--- config.mk ---
export PLATFORM = sky130hd
export DESIGN_NAME = block_dpram_flat
export DESIGN_NICKNAME = d
export VERILOG_FILES = /design/src/design/idct_pkg.sv /design/src/design/block_ram_if.sv /design/src/design/block_dpram.sv /design/src/flat_wrapper.sv
export SDC_FILE = /design/constraint.sdc
export NUM_CORES = 2
export LEC_CHECK = 0
export BUFFER_PORTS_ARGS = -buffer_cell sky130_fd_sc_hd__buf_2
export CAP_MARGIN = 0
export CORE_ASPECT_RATIO = 0.7
export CORE_MARGIN = 5
export CORE_UTILIZATION = 55
export CTS_CLUSTER_SIZE = 24
export DETAILED_ROUTE_END_ITERATION = 10
export GPL_ROUTABILITY_DRIVEN = 0
export GPL_TIMING_DRIVEN = 0
export PLACE_DENSITY = 0.71
export SLEW_MARGIN = 10
export SYNTH_ARGS = -nofsm -noshare
export SYNTH_HDL_FRONTEND = slang
export SYNTH_SLANG_ARGS = --single-unit
--- constraint.sdc ---
create_clock -name Clock_50 -period 4.8 [get_ports Clock_50]
set_input_delay 0.72 -clock Clock_50 [delete_from_list [all_inputs] [get_ports Clock_50]]
set_output_delay 0.72 -clock Clock_50 [all_outputs]
set_load 0.005 [all_outputs]
--- src/design/idct_pkg.sv ---
package idct_pkg;

    typedef logic signed [15:0] coef_t;
    typedef logic signed [31:0] acc_t;
    typedef logic [7:0] pixel_t;
    typedef logic [17:0] sram_addr_t;
    typedef logic [15:0] sram_data_t;
    typedef logic [5:0] buf_addr_t;
    typedef logic [4:0] blk_idx_t;

    // Image grid in 8x8 blocks
    localparam int BLOCK_ROWS = 2;
    localparam int BLOCK_COLS = 3;
    localparam int IMG_WIDTH = BLOCK_COLS * 8;

    // Memory map
    localparam sram_addr_t PRE_IDCT_BASE = 18'd0;
    localparam sram_addr_t PIXEL_BASE = 18'd4096;
    localparam int SRAM_READ_LATENCY = 2;

    localparam int T_SHIFT = 8;
    localparam int S_SHIFT = 16;

    // Cosine basis scaled by 4096, [frequency][sample]
    localparam int IDCT_COEF [8][8] = '{
        '{1448,  1448,  1448,  1448,  1448,  1448,  1448,  1448},
        '{2008,  1702,  1137,   399,  -399, -1137, -1702, -2008},
        '{1892,   783,  -783, -1892, -1892,  -783,   783,  1892},
        '{1702,  -399, -2008, -1137,  1137,  2008,   399, -1702},
        '{1448, -1448, -1448,  1448,  1448, -1448, -1448,  1448},
        '{1137, -2008,   399,  1702, -1702,  -399,  2008, -1137},
        '{ 783, -1892,  1892,  -783,  -783,  1892, -1892,   783},
        '{ 399, -1137,  1702, -2008,  2008, -1702,  1137,  -399}
    };

    typedef enum logic [2:0] {
        S_IDLE,
        S_LEADIN_FETCH,
        S_LEADIN_CT,
        S_COMMON_CS_FETCH,
        S_COMMON_WS_CT,
        S_LEADOUT_CS,
        S_LEADOUT_WS,
        S_DONE
    } seq_state_t;

endpackage
--- src/design/block_ram_if.sv ---
`timescale 1ns/1ps

interface block_ram_if;
    import idct_pkg::*;

    // Port a writes, port b reads
    buf_addr_t address_a;
    acc_t write_data_a;
    logic write_en_a;
    buf_addr_t address_b;
    acc_t read_data_b;

    modport writer (output address_a, output write_data_a, output write_en_a);
    modport reader (output address_b, input read_data_b);
    modport mem (
        input address_a,
        input write_data_a,
        input write_en_a,
        input address_b,
        output read_data_b
    );

endinterface

--- src/design/block_dpram.sv ---
`timescale 1ns/1ps

module block_dpram (
    input logic Clock_50,
    block_ram_if.mem ram
);
    import idct_pkg::*;

    acc_t storage [64];

    always_ff @(posedge Clock_50) begin
        if (ram.write_en_a) begin
            storage[ram.address_a] <= ram.write_data_a;
        end
        // Data valid the cycle after the address
        ram.read_data_b <= storage[ram.address_b];
    end

endmodule

--- src/flat_wrapper.sv ---
// flat-port wrapper written by rule: the top's interface ports become plain ports
module block_dpram_flat import idct_pkg::*;
  (Clock_50, ram_address_a, ram_write_data_a, ram_write_en_a, ram_address_b, ram_read_data_b);
  block_ram_if ram_i ();
  input logic Clock_50;
  input wire logic [$bits(ram_i.address_a)-1:0] ram_address_a;
  input wire logic [$bits(ram_i.write_data_a)-1:0] ram_write_data_a;
  input wire logic [$bits(ram_i.write_en_a)-1:0] ram_write_en_a;
  input wire logic [$bits(ram_i.address_b)-1:0] ram_address_b;
  output wire logic [$bits(ram_i.read_data_b)-1:0] ram_read_data_b;
  assign ram_i.address_a = ram_address_a;
  assign ram_i.write_data_a = ram_write_data_a;
  assign ram_i.write_en_a = ram_write_en_a;
  assign ram_i.address_b = ram_address_b;
  assign ram_read_data_b = ram_i.read_data_b;
  block_dpram u_core (.Clock_50(Clock_50), .ram(ram_i));
endmodule
Word-level counts from Yosys, hierarchy flattened:

Memory sizes are Yosys's and may differ from the RTL's. A register that Yosys moved wholly into a read port is not among the register bits.
Index checks and enable logic that the tools add are counted.
W data, S select, Z words.

* register bits: 0
* RAM bits: 2048
* output and inout port bits: 32
* memories kept: 1

Memory list
* u_core.storage: words 64, bits a word 32, rd ports 1, clocked after memory_dff 1, write ports 1, line block_dpram.sv:9 `acc_t storage [64];`

* mux-type cells: 2

Operators by type and width (count)
* $mux W1: 2

Depth between registers and ports, before layout:

* depth in word-level cells: 2
* gate-level depth with buffers: 10
* mapped depth without buffers: 5

Worst setup path after synthesis:

Ideal clock, no wire load.

* kind: input to register
* start point: input port ram_address_a[3]
* end point: memory u_core.storage[48][0] in the netlist's numbering, enable pin
* setup time: 461 ps
* arrival time: 3419 ps
* setup slack: 920 ps
* stages on the path: 4
* buffers on the path: 1
* cell sequence: clkbuf_1 nor2b_1 nand4b_1 nor3_1

RTL lines
* start, declared: line flat_wrapper.sv:6 `input wire logic [$bits(ram_i.address_a)-1:0] ram_address_a;`
* end, declared: line block_dpram.sv:9

No word-level cell before the write port.

==> qor.csv <==
stage;metric;value;unit
setup_path;CP Cell Sequence;buf_2, buf_2, buf_2, clkbuf_1, mux4_2, mux4_2, o22ai_1, nor2_1;
synthesis;Post-Syn Instances;3403;
clock_network;Clock Path Buffers;3;
layout;highest-count cells in the layout ignoring fill and taps;edfxtp_1, mux4_2, clkbuf_16;
die;Core Region;143000;sq um
power;power consumption;36.8;mW
clock_network;# hold bufs at CTS;0;
synthesis;#FFs+latches synth;2080;
detailed_routing;vias per cell;7.05;
clock_network;CTS tree;done;
synthesis;Yosys warning count;0;
setup_path;Critical Path Most Common Cell;buf_2;
sta;RSZ-0062 raised after global routing;false;
detailed_routing;Post-route DRC;0;
die;total die area;151000;sq um
sta;fmax;240;MHz
synthesis;Post-Syn Area;78800;sq um
die;DIE HEIGHT;327;um
min_path;min-delay src;ram_write_data_a[2];
sta;clock skew;29.9;ps
placed_design;IO buf count;70;
layout;layout cell share with drive strength beyond 1;28.9;%
die;Ports;78;
sta;Final TNS setup;0;ps
sta;Period minus WS final;4170;ps
synthesis;Mean Syn Cell Area;23.2;sq um
detailed_routing;drt wl/cell;39.3;um
sta;max_slew headroom;4.78;%
layout;Syn-to-layout area delta;14.2;%
synthesis;syn nets;3449;
synthesis;sequential fraction of the synthesis area;78.9;%
grt;first-pass GRT wire length;315;mm
sta;WHS;347;ps
grt;GRT Total Usage;30.2;%
synthesis;Post-synth EDFFs;2048;
placed_design;DP Wirelength;145;mm
synthesis;FFs w/ async S/R, synth;0;%
die;width of the die;462;um
clock_network;Resize count post-CTS;0;
detailed_routing;post-route ant nets;0;
setup_path;Worst Setup SP;ram_address_b[1];
clock_network;Clock Sinks;2080;
sta;Final period util;86.8;%
setup_path;worst-path fanout max;10;
outcome;status;finished, final reports clean;
grt;grt total ovfl;0;
sta;Fin. Hold Viols;0;
detailed_routing;final WL;228;mm
clock_network;Post-CTS Setup Inserts;0;
clock_network;Clock Pin Slew Worst Setup and Hold Paths;70;ps
setup_path;crit path DAT;4760;ps
sta;Setup violations, final;0;
layout;nets@finish;3798;
setup_path;Crit-path slowest cell;clkbuf_1;
sta;worst slew pin tran;1430;ps
setup_path;critical path class;in2reg;
power;VDD IR max;0.000413;V
flow_run;Max Cap Viol;0;
setup_path;crit start category;input port;
setup_path;launch point of the worst reg-to-reg path;u_core.storage[28][5];
layout;final core utilization;63.1;%
detailed_routing;1st-pass router iterations;8;
grt;largest net degree at the start of global routing;65;
clock_network;clk root buf;clkbuf_16;
clock_network;Num CTS Buffers;180;
detailed_routing;starting DRC count in detailed routing;8025;
power;LEAKAGE;28.1;nW
sta;fin. max-slew vios;0;
min_path;Min-Delay Path Class;in2reg;
detailed_routing;via count;40900;
grt;vias in the first global route;39500;
power;PwrDens;409;nW/um^2
clock_network;H-tree Lvls;4;
synthesis;number of distinct library cells after synthesis;38;
clock_network;Clock Latency Late Sink;820;ps
synthesis;Main synth FF type;edfxtp_1;
setup_path;Worst path max stage delay;1020;ps
grt;initial antenna violation count;18;
die;Starting Density;55.2;%
setup_path;WP data required;5390;ps
die;# rows;116;
setup_path;crit end category;flop;
layout;commonest non-fill, non-tap cell in the layout;edfxtp_1;
==> logic make-up after synthesis <==
kind of cell	share of synthesized area [%]
multiplexers	16.5
AND/OR/NAND/NOR	1.40
flip-flops	78.9
AO/OA/AOI/OAI	1.95
buffers and inverters	1.32
==> final timing paths <==
kind,slack [ps],depth (start not counted),to
max,630,8,u_core.ram.read_data_b[5]
min,350,1,u_core.storage[33][2]
max reg2reg,2080,4,u_core.ram.read_data_b[5]
min reg2reg,930,4,u_core.ram.read_data_b[11]
==> state kept, by name, summed over array words and instances (netlist names) <==
signal,flops
u_core.storage,2048
u_core.ram.read_data_b,32
==> power breakdown <==
group          internal, mW  switching (mW)
sequential             20.1          0.0423
clock                  8.01            6.55
combinational         0.701            1.40
==> cell usage after synthesis (all sizes together), types with 5 or more instances <==
master,count,area (sq um)
edfxtp,2048,61500
mux4,511,11500
nor2,127,477
mux2i,118,1180
o22ai,110,688
buf,103,699
clkbuf,89,335
a21oi,60,300
nand2,35,131
dfxtp,32,641
o221ai,26,228
mux2,24,270
a311oi,12,105
nand3,11,55.1
nor2b,11,68.8
nand2b,10,62.6
nor3,10,50.1
nor4,9,56.3
a211o,8,70.1
a211oi,8,60.1
a221oi,8,70.1
or3,7,43.8
nor3b,5,37.5
==> per-stage QoR <==
step | setup WS (ps) | std cells | cell area [sq um]
after floorplan | 920 | 3403 | 78800
after global placement | -2450 | 5361 | 81500
after detailed placement | 109 | 5455 | 84100
after CTS | 977 | 5784 | 89900
after global routing | 791 | 5794 | 90000
final | 632 | 5798 | 90000
==> area by class of cell <==
type	instances	area (sq um)
Buffer	192	1040
Timing Repair Buffer	167	2550
Fill cell	9180	52700
Clock inverter	95	877
Sequential cell	2080	62100
Inverter	2	7.51
Clock buffer	234	4930
Antenna cell	11	27.5
Tap cell	1888	2360
Multi-Input combinational cell	1129	16100
==> per-layer routing <==
metal / track usage (%) / share of wire, % / vias to the layer above
met3: 10.7 / 16 / 579
met2: 42.1 / 43 / 3693
li1: - / - / 15300
met5: 0 / 0.0044 / -
met1: 43.9 / 37 / 21400
met4: 12.5 / 4.7 / 2
==> worst max-delay path, delay by kind of cell <==
family / cells / cell delay [ps]
mux: 2 / 910
simple gates: 1 / 350
compound gates: 1 / 650
buf+inv: 4 / 2090
Power figures use the tool's default switching activity.
