**config.mk**
```make
export PLATFORM = sky130hd
export DESIGN_NAME = write_block_flat
export DESIGN_NICKNAME = d
export VERILOG_FILES = /design/src/design/idct_pkg.sv /design/src/design/block_ram_if.sv /design/src/design/write_block.sv /design/src/flat_wrapper.sv
export SDC_FILE = /design/constraint.sdc
export NUM_CORES = 1
export LEC_CHECK = 0
export ABC_AREA = 1
export BUFFER_PORTS_ARGS = -buffer_cell sky130_fd_sc_hd__buf_4
export CELL_PAD_IN_SITES_DETAIL_PLACEMENT = 2
export CELL_PAD_IN_SITES_GLOBAL_PLACEMENT = 2
export CORE_MARGIN = 2
export CORE_UTILIZATION = 25
export DETAILED_ROUTE_END_ITERATION = 12
export PLACE_DENSITY = 0.76
export SYNTH_ARGS = -nofsm -noshare
export SYNTH_HDL_FRONTEND = slang
export SYNTH_SLANG_ARGS = --single-unit
```
**constraint.sdc**
```tcl
create_clock -name Clock_50 -period 2.45 [get_ports Clock_50]
set_clock_uncertainty 0.2 [all_clocks]
set_input_delay 0.1225 -clock Clock_50 [delete_from_list [all_inputs] [get_ports Clock_50]]
set_output_delay 0.1225 -clock Clock_50 [all_outputs]
set_load 0.02 [all_outputs]
```
**src/design/idct_pkg.sv**
```systemverilog
package idct_pkg;

    typedef logic signed [15:0] coef_t;
    typedef logic signed [31:0] acc_t;
    typedef logic [7:0] pixel_t;
    typedef logic [17:0] sram_addr_t;
    typedef logic [15:0] sram_data_t;
    typedef logic [5:0] buf_addr_t;
    typedef logic [4:0] blk_idx_t;

    // Image grid in 8x8 blocks
    localparam int BLOCK_ROWS = 2;
    localparam int BLOCK_COLS = 3;
    localparam int IMG_WIDTH = BLOCK_COLS * 8;

    // Memory map
    localparam sram_addr_t PRE_IDCT_BASE = 18'd0;
    localparam sram_addr_t PIXEL_BASE = 18'd4096;
    localparam int SRAM_READ_LATENCY = 2;

    localparam int T_SHIFT = 8;
    localparam int S_SHIFT = 16;

    // Cosine basis scaled by 4096, [frequency][sample]
    localparam int IDCT_COEF [8][8] = '{
        '{1448,  1448,  1448,  1448,  1448,  1448,  1448,  1448},
        '{2008,  1702,  1137,   399,  -399, -1137, -1702, -2008},
        '{1892,   783,  -783, -1892, -1892,  -783,   783,  1892},
        '{1702,  -399, -2008, -1137,  1137,  2008,   399, -1702},
        '{1448, -1448, -1448,  1448,  1448, -1448, -1448,  1448},
        '{1137, -2008,   399,  1702, -1702,  -399,  2008, -1137},
        '{ 783, -1892,  1892,  -783,  -783,  1892, -1892,   783},
        '{ 399, -1137,  1702, -2008,  2008, -1702,  1137,  -399}
    };

    typedef enum logic [2:0] {
        S_IDLE,
        S_LEADIN_FETCH,
        S_LEADIN_CT,
        S_COMMON_CS_FETCH,
        S_COMMON_WS_CT,
        S_LEADOUT_CS,
        S_LEADOUT_WS,
        S_DONE
    } seq_state_t;

endpackage
```
**src/design/block_ram_if.sv**
```systemverilog
`timescale 1ns/1ps

interface block_ram_if;
    import idct_pkg::*;

    // Port a writes, port b reads
    buf_addr_t address_a;
    acc_t write_data_a;
    logic write_en_a;
    buf_addr_t address_b;
    acc_t read_data_b;

    modport writer (output address_a, output write_data_a, output write_en_a);
    modport reader (output address_b, input read_data_b);
    modport mem (
        input address_a,
        input write_data_a,
        input write_en_a,
        input address_b,
        output read_data_b
    );

endinterface

```
**src/design/write_block.sv**
```systemverilog
`timescale 1ns/1ps

module write_block (
    input logic Clock_50,
    input logic Resetn,
    input logic req,
    output logic ack,
    input idct_pkg::blk_idx_t block_row,
    input idct_pkg::blk_idx_t block_col,
    output idct_pkg::sram_addr_t sram_address,
    output idct_pkg::sram_data_t sram_write_data,
    output logic sram_we_n,
    block_ram_if.reader s_rd
);
    import idct_pkg::*;

    logic reading, vld1;
    buf_addr_t rd_idx, idx1;
    pixel_t even_pixel, odd_pixel;
    sram_addr_t word_row, word_col;

    assign s_rd.address_b = rd_idx;
    assign odd_pixel = s_rd.read_data_b[7:0];

    // Two pixels per word, so the column index drops its low bit
    assign word_row = sram_addr_t'({block_row, idx1[5:3]});
    assign word_col = sram_addr_t'({block_col, idx1[2:1]});

    always_ff @(posedge Clock_50 or negedge Resetn) begin
        if (!Resetn) begin
            reading <= 1'b0;
            rd_idx <= '0;
            vld1 <= 1'b0;
            sram_we_n <= 1'b1;
            ack <= 1'b0;
        end else begin
            vld1 <= reading;
            sram_we_n <= !(vld1 && idx1[0]);
            if (reading) begin
                rd_idx <= rd_idx + 6'd1;
                if (rd_idx == 6'd63) reading <= 1'b0;
            end else if (req && !ack && !vld1) begin
                reading <= 1'b1;
                rd_idx <= '0;
            end
            // Raised with the last word going onto the bus
            if (vld1 && idx1 == 6'd63) begin
                ack <= 1'b1;
            end else if (ack && !req) begin
                ack <= 1'b0;
            end
        end
    end

    always_ff @(posedge Clock_50) begin
        idx1 <= rd_idx;
        if (vld1 && !idx1[0]) begin
            even_pixel <= s_rd.read_data_b[7:0];
        end
        sram_address <= sram_addr_t'(PIXEL_BASE + word_row * (IMG_WIDTH / 2) + word_col);
        sram_write_data <= {even_pixel, odd_pixel};
    end

endmodule

```
**src/flat_wrapper.sv**
```systemverilog
// flat-port wrapper written by rule: the top's interface ports become plain ports
module write_block_flat import idct_pkg::*;
  (Clock_50, Resetn, req, ack, block_row, block_col, sram_address, sram_write_data, sram_we_n, s_rd_address_b, s_rd_read_data_b);
  block_ram_if s_rd_i ();
  input logic Clock_50;
  input logic Resetn;
  input logic req;
  output logic ack;
  input idct_pkg::blk_idx_t block_row;
  input idct_pkg::blk_idx_t block_col;
  output idct_pkg::sram_addr_t sram_address;
  output idct_pkg::sram_data_t sram_write_data;
  output logic sram_we_n;
  output wire logic [$bits(s_rd_i.address_b)-1:0] s_rd_address_b;
  input wire logic [$bits(s_rd_i.read_data_b)-1:0] s_rd_read_data_b;
  assign s_rd_address_b = s_rd_i.address_b;
  assign s_rd_i.read_data_b = s_rd_read_data_b;
  write_block u_core (.Clock_50(Clock_50), .Resetn(Resetn), .req(req), .ack(ack), .block_row(block_row), .block_col(block_col), .sram_address(sram_address), .sram_write_data(sram_write_data), .sram_we_n(sram_we_n), .s_rd(s_rd_i));
endmodule
```
After elaboration in Yosys (flattened, before gate mapping). Cells that the tools add are included.

Add/sub/neg operators: 3. Reductions and logical operators: 13. Multiply operators: 1. Order comparisons: 0. Divide/modulo/power cells: 0. Bitwise operators: 0. Mux-type cells: 7. Equal/unequal tests: 2. Shifts and indexed selects: 0.

Operator list (count): 13-bit by 18-bit adder with 18-bit output (first input constant) (1); 18-bit by 7-bit adder with 18-bit output (1); 6-bit equality test (second input constant) (2); 6-bit two-way mux (2); 8-bit by 2-bit multiplier with 10-bit output (second input constant) (1); 6-bit by 1-bit adder with 6-bit output (second input constant) (1); 1-bit logical AND (6); 1-bit zero test (5); 1-bit two-way mux (5); 2-bit nonzero test (2).

Latch bits: 0. Output and inout bits: 42. Register bits after elaboration: 58. ROM bits: 0. RAM bits: 0. Word-level logic and storage cells: 35. Memories: 0. Input port bits: 45.

Logic depth before layout (Yosys ltp).
Depth in word-level cells: 5. Gate-level depth with buffers: 15. Mapped depth without buffers: 15.

Worst setup path before layout. Ideal clock, no wire load.

Path kind: register -> register. Start: register u_core.idx1[3]. End: register u_core.sram_address[11]. Slack: 0.114 ns. Setup time: 0.112 ns. Buffers on the path: 0. Arrival time: 2.024 ns. Cell stages (with the launch flop): 15. Clock period less this slack: 2.336 ns. Required time: 2.138 ns. Cells stage by stage: dfxtp_1 -> ha_1 -> inv_1 -> fa_1 -> xnor2_1 -> ha_1 -> nand2_1 -> inv_2 -> nand4_1 -> nand3_1 -> nand2_2 -> nor2_4 -> nand2_1 -> nand2_1 -> nand2_1.

Cells in the longest elaborated chain, start to end: 3.

Ends and longest elaborated chain: from (decl) (line write_block.sv:18) `buf_addr_t rd_idx, idx1;`; from (signal assigned) (line write_block.sv:56) `idx1 <= rd_idx;`; 8-bit by 2-bit multiplier with 10-bit output (line write_block.sv:60) `sram_address <= sram_addr_t'(PIXEL_BASE + word_row * (IMG_WIDTH / 2) + word_col);`; 13-bit by 18-bit adder with 18-bit output (line write_block.sv:60); 18-bit by 7-bit adder with 18-bit output (line write_block.sv:60); to (signal assigned) (line write_block.sv:60); to (decl) (line write_block.sv:10) `output idct_pkg::sram_addr_t sram_address,`.

No other way between the ends. A chain may end at the register's enable or synchronous reset.

Final worst setup path.
Start: register u_core.idx1[5]. End: register u_core.sram_address[7].

The elaborated chain is that of the path after synthesis.

==> results.cfg <==
[floorplanning]
dieArea_mm2 = 0.009456
num_rows = 34
initial_core_util = 0.2529
dieWidth_um = 97.24
pin_count = 87
coreArea_mm2 = 0.008593
fp.dieH_um = 97.24

[yosys]
ys_warn_count = 0
synth_area_mm2 = 0.002173
synthTopCellsByArea = dfxtp_1 (33%), edfxtp_1 (11%), dfrtp_1 (10%), ha_1 (8.1%), nand2_1 (5.7%)
synth_common_cells = dfxtp_1 (36), nand2_1 (33), inv_1 (27)
avgSynthCellArea_um2 = 10.30
syn_inst = 211
synth_cell_types = 31
synth_most_common_cell = dfxtp_1
yosysTopAreaCell = dfxtp_1
ys_seq_area_frac = 0.5579
ys.flop_type = dfxtp_1
synth.top_cell.area_share = 0.3316
synth-seq-cells = 54
synth_edf_count = 8
async_flop_share = 0.1852

[power_and_ir_drop]
leakage_uw = 0.001528
powerDensity_mw_per_mm2 = 661.8
peakVddDrop_mv = 0.2004
p_total_uw = 2069

[worst_hold_path]
min_path_cells = 6
hold_path_end = u_core.sram_address[13]
hold_start = block_row[4]
min_path_type = in2reg

[timing]
setup_viol = 0
finalHoldViolations = 0
finalCriticalPeriod_ns = 2.428
fin_crit_sh = 0.9909
max_freq_mhz = 411.9
rsz0062_at_grt = yes
maxSlewViolCount = 0
worst_slew_pin_slew_ns = 0.7383
slew_headroom = 0.5060

[critical_path]
r2r_setup_slack_ns = 0.02
reg2reg_from = u_core.idx1[5]
cp-start-kind = register
crit_chain = ha_4, or2_4, nand2_1, xnor2_1, ha_1, a21oi_1, nand3_2, buf_4, buf_4, xor2_1
path_delay_family = adder cells
crit_path_frequent_cell = buf_4
crit_required_ns = 2.46
timing.rr.end = u_core.sram_address[7]
worstPathArrival_ns = 2.44
crit_slowest_cell = dfxtp_2
path_class = reg2reg
crit_buf_inv = 2
worstSetupStartpoint = u_core.idx1[5]
worst_r2r_path_depth = 10
crit_path_end_kind = register
cp_max_fo = 3
max_stage_delay_ns = 0.38

[clock_tree]
clkTransAtPathRegs_ns = 0.11
tritoncts = yes
cts_max_level = 2
clock_latency_ns = 0.31
root_buffer = clkbuf_8
cts_buffer_depth = 2
cts_num_sinks = 54
cts_inserted_buffers = 5

[global_routing]
antenna_found_initial = 0
first_global_vias = 1829
grt-ovfl-total = 0
grt_pass1_wl_um = 8921
track_usage = 0.1179
grt_max_degree = 20

[flow_run]
cap_viol_max_count = 0

[place]
globalplace.congestion = 0.7523
io_buffers = 58
dp_hpwl_um = 4154

[cells_and_area]
drive_gt1_frac = 0.3887
fin_util = 0.3637
area_growth_pct = 43.81
nNetsFinal = 361
nFillCells = 950
n_antenna_cell = 0
multi_input_area_um2 = 892.1
regArea_mm2 = 0.001221

[detailed_routing]
wl_um = 5384
drc = 0
via_per_inst = 4.193
wire_per_inst_um = 13.16
vias = 1715
ant_nets = 0
initialDrtViolationCount = 28
dr.pass1.iters = 4

[outcome]
outcome = finished, final reports clean
cell families after synthesis:
logic type / count (synthesis) / synth area share
DFF: 54 / 0.5579
and+or+nand+nor: 78 / 0.1900
other: 1 / 0.001725
xor gates and xnor gates: 9 / 0.03627
AOI/OAI and AO/OA: 17 / 0.04606
buffers and inverters: 36 / 0.06908
adders and majority gates: 16 / 0.09902
tightest hold or removal path: cells and delay by family:
kind                   cells  cell delay, ns
buffers and inverters      1            0.10
and+or+nand+nor            5            0.28
metrics by stage:
| step | hold slack [ns] | setup slack (ns) | setup TNS, ns | cells | area, um2 |
|---|---|---|---|---|---|
| detailed placement | -0.2427 | -0.1308 | -0.2494 | 384 | 2789 |
| CTS | 0.04152 | -0.005425 | -0.005425 | 406 | 3059 |
| finish | 0.03642 | 0.02226 | 0 | 409 | 3126 |
| floorplan | -0.3731 | 0.1142 | 0 | 214 | 2185 |
| global placement | -0.2446 | -0.03705 | -0.03705 | 384 | 2789 |
| global route | 0.05339 | -0.1065 | -0.3935 | 409 | 3126 |
cell type report:
| type | instances | share of cell area |
|---|---|---|
| Timing Repair Buffer | 84 | 0.2122 |
| Clock inverter | 3 | 0.009207 |
| Tap cell | 108 | 0.04323 |
| Clock buffer | 5 | 0.02202 |
| Multi-Input combinational cell | 124 | 0.2854 |
| Sequential cell | 54 | 0.3907 |
| Inverter | 31 | 0.03723 |
sequential cells by signal (all words and copies together) (netlist names):
| signal | cells |
|---|---|
| u_core.sram_write_data | 16 |
| u_core.sram_address | 14 |
| u_core.even_pixel | 8 |
| u_core.idx1 | 6 |
| u_core.s_rd.address_b | 6 |
| u_core.ack | 1 |
| u_core.reading | 1 |
| u_core.sram_we_n | 1 |
| u_core.vld1 | 1 |
power breakdown:
part           internal (uW)  switching [uW]
combinational            210             271
clock                    213             320
sequential              1000            54.0
total                   1420             645
what timing repair did:
action / 4_1_cts / 5_1_grt
pin swaps: 4 / 16
resized for setup: 7 / 10
endpoints found under the setup margin: 6 / 7
hold buffers: 13 / 0
setup buffers: 1 / 3
endpoints found under the hold margin: 29 / 0
routing by layer:
layer / wire, um / global-route usage / up-vias
met1: 2051 / 0.1288 / 840
met5: 0 / 0 / -
met3: 155 / 0.01942 / 4
li1: - / - / 842
met4: 52 / 0.03846 / 0
met2: 3125 / 0.2292 / 29
worst max path at each step:
| stage | endpoint | slack (ns) | depth (start not counted) |
|---|---|---|---|
| after CTS | u_core.sram_address[11] | -0.005 | 14 |
| after global placement | u_core.sram_address[11] | -0.04 | 14 |
| after floorplan | u_core.sram_address[11] | 0.11 | 14 |
| after global routing | u_core.sram_address[11] | -0.11 | 14 |
| after detailed placement | u_core.sram_address[11] | -0.13 | 14 |
| final | u_core.sram_address[7] | 0.02 | 10 |
cell usage in the layout, fill, tap and decap left out, drive strengths merged:
| cell | Yosys | layout |
|---|---|---|
| nor3 | 1 | 1 |
| a31oi | 3 | 3 |
| xnor2 | 3 | 3 |
| nand3b | 2 | 2 |
| buf | 4 | 71 |
| clkbuf | 1 | 5 |
| a21oi | 6 | 6 |
| dfstp | 1 | 1 |
| clkinv | 0 | 2 |
| dlygate4sd3 | 0 | 13 |
| edfxtp | 8 | 8 |
| nand4 | 6 | 6 |
| inv | 31 | 32 |
| xor2 | 6 | 6 |
| dfxtp | 36 | 36 |
| conb | 1 | 4 |
| o22ai | 1 | 1 |
| dfrtp | 9 | 9 |
| nand3 | 11 | 11 |
| a21o | 1 | 1 |
| nand2 | 46 | 46 |
| o21ai | 5 | 5 |
| ha | 14 | 14 |
| a2bb2oi | 1 | 1 |
| fa | 2 | 2 |
| or2 | 1 | 1 |
| nor2 | 11 | 11 |
Power figures use the tool's default switching activity.
