===== config.mk =====
export PLATFORM = sky130hd
export DESIGN_NAME = compute_s_flat
export DESIGN_NICKNAME = d
export VERILOG_FILES = /design/src/design/idct_pkg.sv /design/src/design/block_ram_if.sv /design/src/design/compute_s.sv /design/src/flat_wrapper.sv
export SDC_FILE = /design/constraint.sdc
export NUM_CORES = 1
export LEC_CHECK = 0
export BUFFER_PORTS_ARGS = -buffer_cell sky130_fd_sc_hd__buf_4
export CAP_MARGIN = 20
export CORE_UTILIZATION = 35
export DETAILED_ROUTE_END_ITERATION = 6
export HOLD_SLACK_MARGIN = 0.15
export PLACE_DENSITY = 0.52
export SLEW_MARGIN = 20
export SYNTH_ARGS = -nofsm -noshare
export SYNTH_HDL_FRONTEND = slang
export SYNTH_SLANG_ARGS = --single-unit

===== constraint.sdc =====
create_clock -name Clock_50 -period 12.49 [get_ports Clock_50]
set_input_delay 2.498 -clock Clock_50 [delete_from_list [all_inputs] [get_ports Clock_50]]
set_output_delay 2.498 -clock Clock_50 [all_outputs]
set_load 0.03 [all_outputs]

===== src/design/idct_pkg.sv =====
package idct_pkg;

    typedef logic signed [15:0] coef_t;
    typedef logic signed [31:0] acc_t;
    typedef logic [7:0] pixel_t;
    typedef logic [17:0] sram_addr_t;
    typedef logic [15:0] sram_data_t;
    typedef logic [5:0] buf_addr_t;
    typedef logic [4:0] blk_idx_t;

    // Image grid in 8x8 blocks
    localparam int BLOCK_ROWS = 2;
    localparam int BLOCK_COLS = 3;
    localparam int IMG_WIDTH = BLOCK_COLS * 8;

    // Memory map
    localparam sram_addr_t PRE_IDCT_BASE = 18'd0;
    localparam sram_addr_t PIXEL_BASE = 18'd4096;
    localparam int SRAM_READ_LATENCY = 2;

    localparam int T_SHIFT = 8;
    localparam int S_SHIFT = 16;

    // Cosine basis scaled by 4096, [frequency][sample]
    localparam int IDCT_COEF [8][8] = '{
        '{1448,  1448,  1448,  1448,  1448,  1448,  1448,  1448},
        '{2008,  1702,  1137,   399,  -399, -1137, -1702, -2008},
        '{1892,   783,  -783, -1892, -1892,  -783,   783,  1892},
        '{1702,  -399, -2008, -1137,  1137,  2008,   399, -1702},
        '{1448, -1448, -1448,  1448,  1448, -1448, -1448,  1448},
        '{1137, -2008,   399,  1702, -1702,  -399,  2008, -1137},
        '{ 783, -1892,  1892,  -783,  -783,  1892, -1892,   783},
        '{ 399, -1137,  1702, -2008,  2008, -1702,  1137,  -399}
    };

    typedef enum logic [2:0] {
        S_IDLE,
        S_LEADIN_FETCH,
        S_LEADIN_CT,
        S_COMMON_CS_FETCH,
        S_COMMON_WS_CT,
        S_LEADOUT_CS,
        S_LEADOUT_WS,
        S_DONE
    } seq_state_t;

endpackage

===== src/design/block_ram_if.sv =====
`timescale 1ns/1ps

interface block_ram_if;
    import idct_pkg::*;

    // Port a writes, port b reads
    buf_addr_t address_a;
    acc_t write_data_a;
    logic write_en_a;
    buf_addr_t address_b;
    acc_t read_data_b;

    modport writer (output address_a, output write_data_a, output write_en_a);
    modport reader (output address_b, input read_data_b);
    modport mem (
        input address_a,
        input write_data_a,
        input write_en_a,
        input address_b,
        output read_data_b
    );

endinterface


===== src/design/compute_s.sv =====
`timescale 1ns/1ps

module compute_s (
    input logic Clock_50,
    input logic Resetn,
    input logic req,
    output logic ack,
    block_ram_if.reader t_rd,
    block_ram_if.writer s_wr
);
    import idct_pkg::*;

    logic running;
    logic [8:0] cnt;
    logic vld1, last1;
    logic [2:0] k1, r1;
    buf_addr_t out_addr1;
    acc_t acc, product, sum, scaled;
    pixel_t pixel;

    // cnt is {col, row, k}, T walked down the column
    assign t_rd.address_b = {cnt[2:0], cnt[8:6]};

    assign product = t_rd.read_data_b * acc_t'(IDCT_COEF[k1][r1]);
    assign sum = (k1 == 3'd0) ? product : acc + product;
    assign scaled = sum >>> S_SHIFT;

    // Clip to pixel range
    always_comb begin
        if (scaled < 0) begin
            pixel = '0;
        end else if (scaled > 255) begin
            pixel = 8'd255;
        end else begin
            pixel = scaled[7:0];
        end
    end

    assign s_wr.address_a = out_addr1;
    assign s_wr.write_data_a = acc_t'(pixel);
    assign s_wr.write_en_a = vld1 && (k1 == 3'd7);

    always_ff @(posedge Clock_50 or negedge Resetn) begin
        if (!Resetn) begin
            running <= 1'b0;
            cnt <= '0;
            vld1 <= 1'b0;
            last1 <= 1'b0;
            ack <= 1'b0;
        end else begin
            vld1 <= running;
            last1 <= running && (cnt == 9'd511);
            if (running) begin
                cnt <= cnt + 9'd1;
                if (cnt == 9'd511) running <= 1'b0;
            end else if (req && !ack && !vld1) begin
                running <= 1'b1;
                cnt <= '0;
            end
            if (last1) begin
                ack <= 1'b1;
            end else if (ack && !req) begin
                ack <= 1'b0;
            end
        end
    end

    always_ff @(posedge Clock_50) begin
        k1 <= cnt[2:0];
        r1 <= cnt[5:3];
        out_addr1 <= {cnt[5:3], cnt[8:6]};
        acc <= sum;
    end

endmodule


===== src/flat_wrapper.sv =====
// flat-port wrapper written by rule: the top's interface ports become plain ports
module compute_s_flat import idct_pkg::*;
  (Clock_50, Resetn, req, ack, t_rd_address_b, t_rd_read_data_b, s_wr_address_a, s_wr_write_data_a, s_wr_write_en_a);
  block_ram_if t_rd_i ();
  block_ram_if s_wr_i ();
  input logic Clock_50;
  input logic Resetn;
  input logic req;
  output logic ack;
  output wire logic [$bits(t_rd_i.address_b)-1:0] t_rd_address_b;
  input wire logic [$bits(t_rd_i.read_data_b)-1:0] t_rd_read_data_b;
  output wire logic [$bits(s_wr_i.address_a)-1:0] s_wr_address_a;
  output wire logic [$bits(s_wr_i.write_data_a)-1:0] s_wr_write_data_a;
  output wire logic [$bits(s_wr_i.write_en_a)-1:0] s_wr_write_en_a;
  assign t_rd_address_b = t_rd_i.address_b;
  assign t_rd_i.read_data_b = t_rd_read_data_b;
  assign s_wr_address_a = s_wr_i.address_a;
  assign s_wr_write_data_a = s_wr_i.write_data_a;
  assign s_wr_write_en_a = s_wr_i.write_en_a;
  compute_s u_core (.Clock_50(Clock_50), .Resetn(Resetn), .req(req), .ack(ack), .t_rd(t_rd_i), .s_wr(s_wr_i));
endmodule

Word-level counts from Yosys, hierarchy flattened
Memories as Yosys holds them, arrays and structs flattened.
Cells that the tools add are included.

word-level totals
  flip-flop bits (word level) = 57
  ROM bits = 2,048
  bits of input ports = 35
  output and inout bits = 46
  logic and storage cells = 47
  memories kept = 1

cells by class
  $add $sub $neg = 2
  multipliers = 1
  order comparisons = 4
  equality and inequality tests = 2
  multiplexer cells = 15
  bitwise logic cells = 2
  reductions and logical operators = 11

memory list
  name             depth  bits a word  read ports  clocked after memory_dff  wr ports  line             RTL
  (no name shown)  8      256          1           0                         0         compute_s.sv:24  assign product = t_rd.read_data_b * acc_t'(IDCT_COEF[k1][r1]);

operator list
  cell                 number
  $mux 256             2
  $bmux 32 s3          1
  $mux 32              3
  $add 32x32->32       1
  $mul 32x32->32       1
  $mux 9               2
  $gt 16x9->1 const B  1
  $lt 16x1->1 const B  1
  $mux 8               2
  $add 9x1->9 const B  1
  $eq 9x9->1 const B   1
  $ge 4x4->1 const B   2
  $not 3->4            2
  $logic_and 1x1->1    5
  $mux 1               5
  $reduce_bool 2->1    2
  $eq 3x3->1 const B   1
  $logic_not 1->1      3
  $logic_not 3->1      1

Logic depth before layout (Yosys ltp)
  depth in word-level cells = 13
  depth in mapped cells = 47
  mapped depth without buffers = 42

Worst setup path before layout
Ideal clock, no wire load.

  path type = input -> output
  from = input t_rd_read_data_b[13]
  to = output s_wr_write_data_a[0]
  data arrival time = 10.770 ns
  slack = -0.778 ns
  stages on the path = 33
  path buffers = 2
  cell sequence = clkbuf_1 -> and2_1 -> fa_1 -> fa_1 -> fa_1 -> inv_1 -> fa_1 -> inv_1 -> fa_1 -> inv_1 -> fa_1 -> inv_1 -> fa_1 -> fa_1 -> ha_1 -> a21o_1 -> a21o_1 -> a21oi_1 -> o21ai_0 -> a311oi_1 -> nor2_1 -> ha_1 -> clkbuf_1 -> a21o_1 -> a21o_1 -> a21oi_1 -> o31ai_1 -> a31oi_2 -> o21ai_1 -> xor2_1 -> mux2_2 -> nor4b_4 -> a41oi_1

between the ends
  cells in the longest elaborated chain, start to end = 6
  elaborated cells between the ends (all ways) = 7

RTL lines
  element             line                RTL
  from (decl)         flat_wrapper.sv:11  input wire logic [$bits(t_rd_i.read_data_b)-1:0] t_rd_read_data_b;
  $mul 32x32->32 (*)  compute_s.sv:24
  $add 32x32->32      compute_s.sv:25     assign sum = (k1 == 3'd0) ? product : acc + product;
  $mux 32 (*)         compute_s.sv:25
  via u_core.sum[28]  compute_s.sv:18     acc_t acc, product, sum, scaled;
  $gt 16x9->1         compute_s.sv:32     end else if (scaled > 255) begin
  $mux 8              compute_s.sv:32
  $mux 8 (*)          compute_s.sv:30     if (scaled < 0) begin
  to (decl)           flat_wrapper.sv:13  output wire logic [$bits(s_wr_i.write_data_a)-1:0] s_wr_write_data_a;

Mark *: on every way through the listed nets, which the timed path passes. The rest lies on a longest branch.

Worst setup path in the final report
  from = input t_rd_read_data_b[11]
  to = output s_wr_write_data_a[3]

Same word-level chain as after synthesis.

==> flow_summary.json <==
{
  "synth.avg_cell_area_um2": 9.010,
  "cts_tree": "done",
  "gr-total-overflow": 0,
  "worstPathMaxFanout": 8,
  "yosysMostFrequentCell": "inv_1",
  "port_buffers": 56,
  "seq_area_mm2": 0.001147,
  "multi_input_area_mm2": 0.01621,
  "die_w_um": 233.8,
  "via_per_inst": 4.803,
  "post_synth_num_cell_types": 74,
  "synth-edff-count": 0,
  "async_flop_share_pct": 24.07,
  "ys_ff_latch": 54,
  "grt_pass1_vias": 16360,
  "max-cap-violations": 0,
  "syn_area_mm2": 0.01880,
  "nets": 2997,
  "globalRouteTotalUtil_pct": 20.50,
  "via_count": 14910,
  "maxSlewViolCount": 0,
  "root_buffer": "clkbuf_16",
  "grt_max_degree": 48,
  "wl_per_cell_um": 17.13,
  "cts_sinks": 54,
  "area_growth_syn_to_layout_pct": 24.83,
  "fin_area_mm2": 0.02347,
  "met2_usage_pct": 34.81,
  "grt_setup_unrepaired": "true",
  "dr.pass1.iters": 7,
  "busiest_layer": "met2",
  "max_stage_delay_ns": 0.55,
  "clk_pin_slew_ns": 0.08,
  "cts_buffer_depth": 2,
  "fillerInstances": 5129,
  "core.rowCount": 84,
  "grt_use_met1_pct": 28.35,
  "diodes": 0,
  "ys_seq_area_share_pct": 6.095,
  "gp_congestion": 0.8974,
  "worstSetupPathType": "in2out",
  "netlist.area_leader.share_pct": 38.22,
  "antenna_found_initial": 0,
  "postCtsHoldBufs": 0,
  "dp_hpwl_um": 45860,
  "critical_path_required_ns": 9.99,
  "finalSetupViolations": 8,
  "core-area_mm2": 0.05287,
  "status": "finished, violations left",
  "drtAntennaViolNets": 0,
  "cts_made_buffers": 5,
  "post-route-min-period_ns": 13.23,
  "insertion_delay_ns": 0.31,
  "top_level_ports": 81,
  "synthFlopType": "dfxtp_1",
  "cp_slowest_cell": "fa_1",
  "dpl.cell_count": 3063,
  "place_area_mm2": 0.02230,
  "hp-class": "reg2reg",
  "drive_gt1_share_pct": 23.80,
  "initial_core_util_pct": 35.57,
  "drcViolationCount": 0,
  "yosysTopAreaCell": "fa_1",
  "synthTopCellsByCount": "422 x inv_1, 359 x fa_1, 210 x nand2_1, 188 x ha_1, 186 x and2_1",
  "start_kind": "input pin",
  "violations": "setup timing",
  "drt_iter0_drc": 690,
  "ys_warn_count": 0,
  "finalHoldViolCount": 0,
  "slew_headroom_pct": 48.70,
  "synthTopCellsByArea": "fa_1 38%, ha_1 13%, inv_1 8.4%",
  "tightest_slew_ns": 0.7695,
  "timing.final.ws_setup_ns": -0.7429,
  "timing.final.crit_share_pct": 105.9,
  "layout.cells.non_filler": 3104,
  "h-tree-depth": 2,
  "die_y_um": 233.8,
  "cpMostUsedCell": "fa_1",
  "worstPathArrival_ns": 10.73,
  "fmax_mhz": 75.57,
  "die-area_mm2": 0.05465,
  "synthCells": 2087,
  "met3_usage_pct": 1.958,
  "grt_pass1_wl_um": 87810,
  "clock_skew_ns": 0.006913,
  "critPathCaptureType": "output pin",
  "drt-total-wl_um": 53180
}
[flip-flops by register name (all words and copies together) (netlist names)]
signal and count:
u_core.ack 1, u_core.acc 32, u_core.r1 2, u_core.cnt 9
u_core.s_wr.address_a 4, u_core.running 1, u_core.vld1 1, u_core.last1 1
u_core.k1 3
[placed cells by master, fill, tap and decap left out, drive strengths merged, types with 8 or more instances in the layout]
cell type and n:
inv 426, dfxtp 41, ha 188, o211ai 8
nand2 210, nor3 11, a21o 42, fa 359
a31oi 12, and2 187, xnor2 71, mux2 8
nand3 14, o21ai 57, o21a 16, dfrtp 13
and3 11, mux4 9, buf 415, o31ai 10
xor2 21, conb 24, a211oi 15, mux2i 10
nand4 10, nor2b 15, nor2 45, a21oi 58
[metal layers]
metal	wire, um	part of all wire [%]
met5	0	0
met4	988	1.9
met3	1978	3.7
met2	25550	48
met1	24660	46
[cells by family (layout without fill, tap and decap cells)]
logic type               after synthesis  count (layout)  share of synthesized area [%]
AO/OA/AOI/OAI                        283             283                          10.15
other                                  1              24                        0.01994
XOR/XNOR                              95              96                          4.651
adder cells (fa/ha/maj)              547             547                          50.73
AND/OR/NAND/NOR                      536             536                          14.51
flip-flops                            54              54                          6.095
multiplexers                          27              27                          2.089
buffers and inverters                544             849                          11.75
[cell type report]
type / instances / area share, %
clock inverter: 3 / 0.1226
timing repair buffer: 416 / 14.95
multi-input combinational: 1513 / 69.05
clock buffer: 5 / 0.5330
inverter: 425 / 6.796
tap: 688 / 3.667
sequential: 54 / 4.888
[what timing repair did]
action,4_1_cts,5_1_grt
pin swaps,88,33
endpoints found under the setup margin,8,8
endpoints found under the hold margin,0,0
resized for setup,130,28
setup buffers,26,5
cloned,2,0
[worst max-delay path, delay by kind of cell]
| family | cells | cell delay, ns |
|---|---|---|
| AOI/OAI and AO/OA | 7 | 1.24 |
| adders and majority gates | 10 | 4.58 |
| xor gates and xnor gates | 2 | 0.30 |
| muxes | 1 | 0.28 |
| and+or+nand+nor | 3 | 0.49 |
| buffers and inverters | 12 | 1.34 |
[path summary, 6_finish.rpt]
kind | from | end | slack, ns | cells past startpoint
setup / recovery | t_rd_read_data_b[11] | s_wr_write_data_a[3] | -0.74 | 35
hold / removal | u_core.cnt[8] | u_core.s_wr.address_a[2] | 0.43 | 0
setup reg to reg | u_core.k1[0] | u_core.acc[30] | 2.56 | 41
hold reg to reg | u_core.cnt[8] | u_core.s_wr.address_a[2] | 0.43 | 0
max in group asynchronous | Resetn | u_core.cnt[4] | 10.31 | 1
min in group asynchronous | Resetn | u_core.cnt[0] | 2.01 | 1
[through the flow]
| stage | TNS, ns | util [%] | hold WS [ns] | setup slack, ns |
|---|---|---|---|---|
| after floorplan | -4.711 | - | 0.3519 | -0.6250 |
| after global placement | -8.537 | 42.19 | 0.4132 | -1.078 |
| after detailed placement | -8.129 | 42.19 | 0.4149 | -1.051 |
| after CTS | -5.194 | 44.08 | 0.4344 | -0.6659 |
| after global routing | -7.840 | 44.40 | 0.4526 | -0.9978 |
| final | -5.818 | 44.40 | 0.4319 | -0.7429 |
Power is left out: the tool's default activity adds up to more than one toggle a clock period on the data nets, which glitch-free logic cannot reach.
