<file path="src/design/idct_pkg.sv">
package idct_pkg;

    typedef logic signed [15:0] coef_t;
    typedef logic signed [31:0] acc_t;
    typedef logic [7:0] pixel_t;
    typedef logic [17:0] sram_addr_t;
    typedef logic [15:0] sram_data_t;
    typedef logic [5:0] buf_addr_t;
    typedef logic [4:0] blk_idx_t;

    // Image grid in 8x8 blocks
    localparam int BLOCK_ROWS = 2;
    localparam int BLOCK_COLS = 3;
    localparam int IMG_WIDTH = BLOCK_COLS * 8;

    // Memory map
    localparam sram_addr_t PRE_IDCT_BASE = 18'd0;
    localparam sram_addr_t PIXEL_BASE = 18'd4096;
    localparam int SRAM_READ_LATENCY = 2;

    localparam int T_SHIFT = 8;
    localparam int S_SHIFT = 16;

    // Cosine basis scaled by 4096, [frequency][sample]
    localparam int IDCT_COEF [8][8] = '{
        '{1448,  1448,  1448,  1448,  1448,  1448,  1448,  1448},
        '{2008,  1702,  1137,   399,  -399, -1137, -1702, -2008},
        '{1892,   783,  -783, -1892, -1892,  -783,   783,  1892},
        '{1702,  -399, -2008, -1137,  1137,  2008,   399, -1702},
        '{1448, -1448, -1448,  1448,  1448, -1448, -1448,  1448},
        '{1137, -2008,   399,  1702, -1702,  -399,  2008, -1137},
        '{ 783, -1892,  1892,  -783,  -783,  1892, -1892,   783},
        '{ 399, -1137,  1702, -2008,  2008, -1702,  1137,  -399}
    };

    typedef enum logic [2:0] {
        S_IDLE,
        S_LEADIN_FETCH,
        S_LEADIN_CT,
        S_COMMON_CS_FETCH,
        S_COMMON_WS_CT,
        S_LEADOUT_CS,
        S_LEADOUT_WS,
        S_DONE
    } seq_state_t;

endpackage
</file>
<file path="src/design/block_ram_if.sv">
`timescale 1ns/1ps

interface block_ram_if;
    import idct_pkg::*;

    // Port a writes, port b reads
    buf_addr_t address_a;
    acc_t write_data_a;
    logic write_en_a;
    buf_addr_t address_b;
    acc_t read_data_b;

    modport writer (output address_a, output write_data_a, output write_en_a);
    modport reader (output address_b, input read_data_b);
    modport mem (
        input address_a,
        input write_data_a,
        input write_en_a,
        input address_b,
        output read_data_b
    );

endinterface

</file>
<file path="src/design/fetch_block.sv">
`timescale 1ns/1ps

module fetch_block (
    input logic Clock_50,
    input logic Resetn,
    input logic req,
    output logic ack,
    input idct_pkg::blk_idx_t block_row,
    input idct_pkg::blk_idx_t block_col,
    output idct_pkg::sram_addr_t sram_address,
    output logic sram_we_n,
    input idct_pkg::sram_data_t sram_read_data,
    block_ram_if.writer buf_wr
);
    import idct_pkg::*;

    logic issuing;
    buf_addr_t rd_idx;
    logic [SRAM_READ_LATENCY-1:0] vld_pipe;
    buf_addr_t idx_pipe [SRAM_READ_LATENCY];
    sram_addr_t pix_row, pix_col;
    coef_t coef_in;

    // Pixel position of the coefficient being requested
    assign pix_row = sram_addr_t'({block_row, rd_idx[5:3]});
    assign pix_col = sram_addr_t'({block_col, rd_idx[2:0]});
    assign sram_address = sram_addr_t'(PRE_IDCT_BASE + pix_row * IMG_WIDTH + pix_col);
    assign sram_we_n = 1'b1;

    assign coef_in = coef_t'(sram_read_data);
    assign buf_wr.address_a = idx_pipe[SRAM_READ_LATENCY-1];
    assign buf_wr.write_data_a = acc_t'(coef_in);
    assign buf_wr.write_en_a = vld_pipe[SRAM_READ_LATENCY-1];

    always_ff @(posedge Clock_50 or negedge Resetn) begin
        if (!Resetn) begin
            issuing <= 1'b0;
            rd_idx <= '0;
            vld_pipe <= '0;
            ack <= 1'b0;
        end else begin
            vld_pipe[0] <= issuing;
            for (int i = 1; i < SRAM_READ_LATENCY; i++) begin
                vld_pipe[i] <= vld_pipe[i-1];
            end
            if (issuing) begin
                rd_idx <= rd_idx + 6'd1;
                if (rd_idx == 6'd63) issuing <= 1'b0;
            end else if (req && !ack && !(|vld_pipe)) begin
                issuing <= 1'b1;
                rd_idx <= '0;
            end
            // Last word lands in the buffer
            if (vld_pipe[SRAM_READ_LATENCY-1] && idx_pipe[SRAM_READ_LATENCY-1] == 6'd63) begin
                ack <= 1'b1;
            end else if (ack && !req) begin
                ack <= 1'b0;
            end
        end
    end

    always_ff @(posedge Clock_50) begin
        idx_pipe[0] <= rd_idx;
        for (int i = 1; i < SRAM_READ_LATENCY; i++) begin
            idx_pipe[i] <= idx_pipe[i-1];
        end
    end

endmodule

</file>
<file path="src/flat_wrapper.sv">
// flat-port wrapper written by rule: the top's interface ports become plain ports
module fetch_block_flat import idct_pkg::*;
  (Clock_50, Resetn, req, ack, block_row, block_col, sram_address, sram_we_n, sram_read_data, buf_wr_address_a, buf_wr_write_data_a, buf_wr_write_en_a);
  block_ram_if buf_wr_i ();
  input logic Clock_50;
  input logic Resetn;
  input logic req;
  output logic ack;
  input idct_pkg::blk_idx_t block_row;
  input idct_pkg::blk_idx_t block_col;
  output idct_pkg::sram_addr_t sram_address;
  output logic sram_we_n;
  input idct_pkg::sram_data_t sram_read_data;
  output wire logic [$bits(buf_wr_i.address_a)-1:0] buf_wr_address_a;
  output wire logic [$bits(buf_wr_i.write_data_a)-1:0] buf_wr_write_data_a;
  output wire logic [$bits(buf_wr_i.write_en_a)-1:0] buf_wr_write_en_a;
  assign buf_wr_address_a = buf_wr_i.address_a;
  assign buf_wr_write_data_a = buf_wr_i.write_data_a;
  assign buf_wr_write_en_a = buf_wr_i.write_en_a;
  fetch_block u_core (.Clock_50(Clock_50), .Resetn(Resetn), .req(req), .ack(ack), .block_row(block_row), .block_col(block_col), .sram_address(sram_address), .sram_we_n(sram_we_n), .sram_read_data(sram_read_data), .buf_wr(buf_wr_i));
endmodule
</file>
<file path="config.mk">
export PLATFORM = sky130hd
export DESIGN_NAME = fetch_block_flat
export DESIGN_NICKNAME = d
export VERILOG_FILES = /design/src/design/idct_pkg.sv /design/src/design/block_ram_if.sv /design/src/design/fetch_block.sv /design/src/flat_wrapper.sv
export SDC_FILE = /design/constraint.sdc
export NUM_CORES = 1
export LEC_CHECK = 0
export BUFFER_PORTS_ARGS = -buffer_cell sky130_fd_sc_hd__buf_2
export CORE_MARGIN = 2
export CORE_UTILIZATION = 33
export CTS_CLUSTER_DIAMETER = 30
export DETAILED_ROUTE_END_ITERATION = 6
export REMOVE_ABC_BUFFERS = 1
export SLEW_MARGIN = 10
export SYNTH_ARGS = -nofsm -noshare
export SYNTH_HDL_FRONTEND = slang
export SYNTH_SLANG_ARGS = --single-unit
</file>
<file path="constraint.sdc">
create_clock -name Clock_50 -period 3 [get_ports Clock_50]
set_input_delay 0.15 -clock Clock_50 [delete_from_list [all_inputs] [get_ports Clock_50]]
set_output_delay 0.15 -clock Clock_50 [all_outputs]
set_load 0.01 [all_outputs]
</file>
## After elaboration in Yosys (flattened, before gate mapping)

Memories as Yosys holds them, arrays and structs flattened.
Index checks and enable logic that the tools add are counted.

| storage, ports and cells | value |
|---|---|
| register bits after elaboration | 10 |
| memory bits (writable) | 12 |
| word-level logic and storage cells | 27 |
| memories kept | 1 |

Memories:

| name | words | bits a word | read ports | clocked after memory_dff | write ports | RTL line | source |
|---|---|---|---|---|---|---|---|
| u_core.idx_pipe | 2 | 6 | 2 | 0 | 2 | fetch_block.sv:20 | `buf_addr_t idx_pipe [SRAM_READ_LATENCY];` |

| operators by class | value |
|---|---|
| add/sub/neg operators | 2 |
| $mul | 1 |
| equality and inequality tests | 2 |
| mux-type cells | 7 |
| reductions and logical operators | 10 |

Operators with widths:

| operator | number |
|---|---|
| 18-bit by 8-bit adder with 18-bit output | 1 |
| 6-bit == test (second input constant) | 2 |
| 6-bit two-way mux | 2 |
| 8-bit by 2-bit multiplier with 10-bit output (second input constant) | 1 |
| 6-bit by 1-bit adder with 6-bit output (second input constant) | 1 |
| 1-bit two-way mux | 5 |
| 1-bit logical AND | 4 |
| 2-bit nonzero test | 2 |
| 1-bit zero test | 3 |
| 2-bit OR reduction | 1 |

## Depth between registers and ports, before layout

| depth | value |
|---|---|
| depth after elaboration | 5 |
| gate-level depth with buffers | 11 |
| mapped depth without buffers | 11 |

## Worst setup path before layout

No wires, ideal clock.

| timing | value |
|---|---|
| kind | register to output |
| from | reg u_core.rd_idx[4] |
| to | out sram_address[11] |
| arrival time | 2.538 ns |
| setup slack | 0.312 ns |
| cell stages (with the launch flop) | 12 |
| buffers on the path | 0 |
| cells stage by stage | dfrtp_1 ha_1 inv_1 fa_1 inv_1 ha_1 a21o_1 a21oi_1 and2b_2 o211ai_1 nor2_1 xnor2_1 |

| on the way | value |
|---|---|
| longest elaborated chain between the ends | 2 |

Ends and longest elaborated chain:

| element | RTL line | source |
|---|---|---|
| start: declaration | fetch_block.sv:18 | `buf_addr_t rd_idx;` |
| start signal: assignment | fetch_block.sv:47 | `rd_idx <= rd_idx + 6'd1;` |
| 8-bit by 2-bit multiplier with 10-bit output | fetch_block.sv:27 | `assign sram_address = sram_addr_t'(PRE_IDCT_BASE + pix_row * IMG_WIDTH + pix_col);` |
| 18-bit by 8-bit adder with 18-bit output | fetch_block.sv:27 |  |
| end: declaration | flat_wrapper.sv:11 | `output idct_pkg::sram_addr_t sram_address;` |

Every way passes these cells.

## Worst setup path in the final report

Same ends and word-level chain as after synthesis.

==> results.ini <==
[clocking]
worstSkewPairLatency_ns=0.25
cts_sinks=22
ctsHtreeMaxLevel=1
numCtsBuffers=3
cts_max_path_buffers=2
path_clk_slew_ns=0.07
cts_tree=done
cts_root_buf=clkbuf_8

[timing]
fin_crit_ns=2.918
tightest_slew_ns=0.5559
finalSetupViolCount=0
rsz0062_at_grt=yes
fin_crit_sh_pct=97.28
fin_skew_ns=0.0006877
hold_viol=0
setup_slack_ns=0.08162
fmax_mhz=342.7
slew_violations=0
slew_headroom_pct=62.42

[layout]
multi_input_area_um2=767.0
final_cell_mix=buf_2, ha_1, dfxtp_1
register_area_um2=490.5
drive_gt1_share_pct=36.47
area_delta_synth_final_pct=5.397
nFillCells=501
nets=218
final_common_cell=buf_2
diodes=0

[setup_path]
crit_type=flop to output pin
startpoint=u_core.rd_idx[4]
cp_common_cell=inv_2
required_ns=2.85
r2r_cells=4
arrival_ns=2.77
critPathCaptureType=output pin
cp_slowest_stage_delay_ns=0.55
crit_slowest_cell=fa_1
reg2reg_slack_ns=1.50
cp-start-kind=flop
cp_max_fo=4
crit-reg2reg-launch=u_core.ack
r2r-end=u_core.rd_idx[2]
crit_chain=buf_6 -> inv_2 -> fa_1 -> inv_2 -> ha_4 -> a21o_1 -> a21oi_2 -> and2b_2 -> o211ai_1 -> nor2_1 -> xnor2_1 -> buf_2

[floorplanning]
fp.coreArea_mm2=0.004661
ios=88
die_w_um=73.12
rows=25
fp.dieH_um=73.12
dieArea_mm2=0.005347
initial_core_util_pct=33.83

[placed_design]
hpwl_um=2278
globalplace.congestion=0.6925
post-place-ws_ns=0.1814
numPortBuffers=34

[power]
p_per_area_mw_per_mm2=1302
peakVddDrop_v=0.0004229
p_int_mw=1.269
pwr-share-comb_pct=66.0
p_seq_share_pct=24.6
pwr-share-clk_pct=9.4
p_leak_nw=0.7896
switchingPower_uw=894.4
report.power.total_mw=2.164
sw_frac_of_total_pct=41.33

[synthesis]
ys_seq_elements=22
syn_area_mm2=0.001577
yosysUniqueCellTypes=32
ys_seq_area_share_pct=31.11
avgSynthCellArea_um2=9.555
syn-instance-count=165
yosysWarnings=0

[outcome]
status=finished clean

[global_route]
grt-ovfl-total=0
track_usage_pct=10.53
grt_max_degree=18
grt_pass1_wl_um=4250
antenna_found_initial=0
grt_pass1_vias=940

[routing]
ant_nets=0
drc=0
first_pass_iters=4
drt-initial-drc-count=62
vias=1052
viasPerCell=4.696
drt-total-wl_um=2885
avgRoutedWirePerCell_um=12.88

[worst_hold_path]
min_path_type=input pin to flop
holdPathStages=3
min_from=req
min_to=u_core.ack

[flow_run]
cap_violations=0

## worst max path at each step
stage / end / slack [ns] / cells past startpoint
6_report: sram_address[11] / 0.08 / 12
5_1_grt: sram_address[11] / -0.08 / 12
4_1_cts: sram_address[11] / 0.008 / 12
3_5_place_dp: sram_address[11] / 0.18 / 12
3_3_place_gp: sram_address[11] / 0.24 / 12
2_1_floorplan: sram_address[11] / 0.31 / 11
## power groups by stage
stage          logic, mW  registers [mW]  clock network, mW
3_5_place_dp        1.20           0.534                  0
5_1_grt             1.59           0.551              0.225
2_1_floorplan      0.774           0.561                  0
6_report            1.43           0.532              0.204
3_3_place_gp        1.19           0.530                  0
4_1_cts             1.31           0.527              0.208
## cell usage after synthesis
cell,number,share of area [%]
buf_4,46,22
ha_1,16,13
dfxtp_1,12,15
dfrtp_1,10,16
a21oi_1,9,2.9
xnor2_1,9,5.0
inv_1,8,1.9
o21ai_0,8,2.5
nor2_1,6,1.4
nand2_1,5,1.2
a21o_1,4,1.9
xor2_1,4,2.2
nand3_1,3,0.95
nand4_1,3,1.2
o211ai_1,3,1.4
conb_1,2,0.48
fa_1,2,2.5
a211oi_1,1,0.48
a21o_2,1,0.56
a22o_1,1,0.56
a22oi_1,1,0.48
a31oi_1,1,0.40
and2b_2,1,0.56
and4_1,1,0.56
nand2b_1,1,0.40
nor3_2,1,0.63
nor4_1,1,0.40
nor4b_1,1,0.56
o21ai_2,1,0.56
o311ai_2,1,1.0
o31ai_1,1,0.48
xor2_2,1,1.0
## what timing repair did
| item | in CTS | in global routing |
|---|---|---|
| gates resized for setup | 3 | 9 |
| setup endpoints to repair | 1 | 4 |
| endpoints found under the hold margin | 10 | 0 |
| buffers inserted | 3 | 4 |
| pin swaps | 4 | 7 |
| hold buffers | 1 | 0 |
## final cells by class
cell class / count / share of cell area (%)
multi-input cells: 92 / 46.16
flip-flops and latches: 22 / 29.52
repair buffers: 44 / 15.14
well taps: 54 / 4.066
clock buffers: 4 / 3.313
inverters: 8 / 1.807
## metrics by stage
| stage | hold slack (ns) | utilization (%) | std cells | cell area, um^2 | TNS (ns) |
|---|---|---|---|---|---|
| after floorplan | -0.1456 | - | 122 | 1242 | 0 |
| after global placement | 0.02650 | 32.08 | 212 | 1495 | 0 |
| after detailed placement | 0.02699 | 32.08 | 212 | 1495 | 0 |
| after CTS | 0.1186 | 34.36 | 220 | 1602 | 0 |
| after global routing | 0.1414 | 35.65 | 224 | 1662 | -0.2181 |
| final | 0.1135 | 35.65 | 224 | 1662 | 0 |
## critical path: cells and delay by family (launching register included)
| family | cells | cell delay, ns |
|---|---|---|
| AO/OA/AOI/OAI | 3 | 0.52 |
| XOR/XNOR | 1 | 0.14 |
| adder cells (fa/ha/maj) | 2 | 0.76 |
| buffers and inverters | 4 | 0.37 |
| flip-flops | 1 | 0.40 |
| AND/OR/NAND/NOR | 2 | 0.32 |
## per-layer routing
metal | vias up | GRT usage [%] | part of all wire [%] | wire length [um]
met2 | 65 | 14.41 | 44 | 1278
met3 | 4 | 7.873 | 15 | 430
met1 | 462 | 11.97 | 39 | 1129
li1 | 519 | - | - | -
met4 | 2 | 4.321 | 0.87 | 25
met5 | - | 4.040 | 0.76 | 22
## logic make-up after synthesis
kind of cell,count (synthesis),synth area share (%)
xor+xnor,14,8.254
fa+ha+maj,18,15.24
buf+inv,54,23.81
simple gates,23,7.858
compound gates,32,13.26
flops,22,31.11
other cells,2,0.4764
## state kept, by name, indices dropped and copies added, names as in the netlist
name / cells
u_core.ack: 1
u_core.issuing: 1
u_core.vld_pipe: 2
u_core.rd_idx: 6
u_core.idx_pipe: 12
Note: power is estimated with default switching activity, not from simulation.
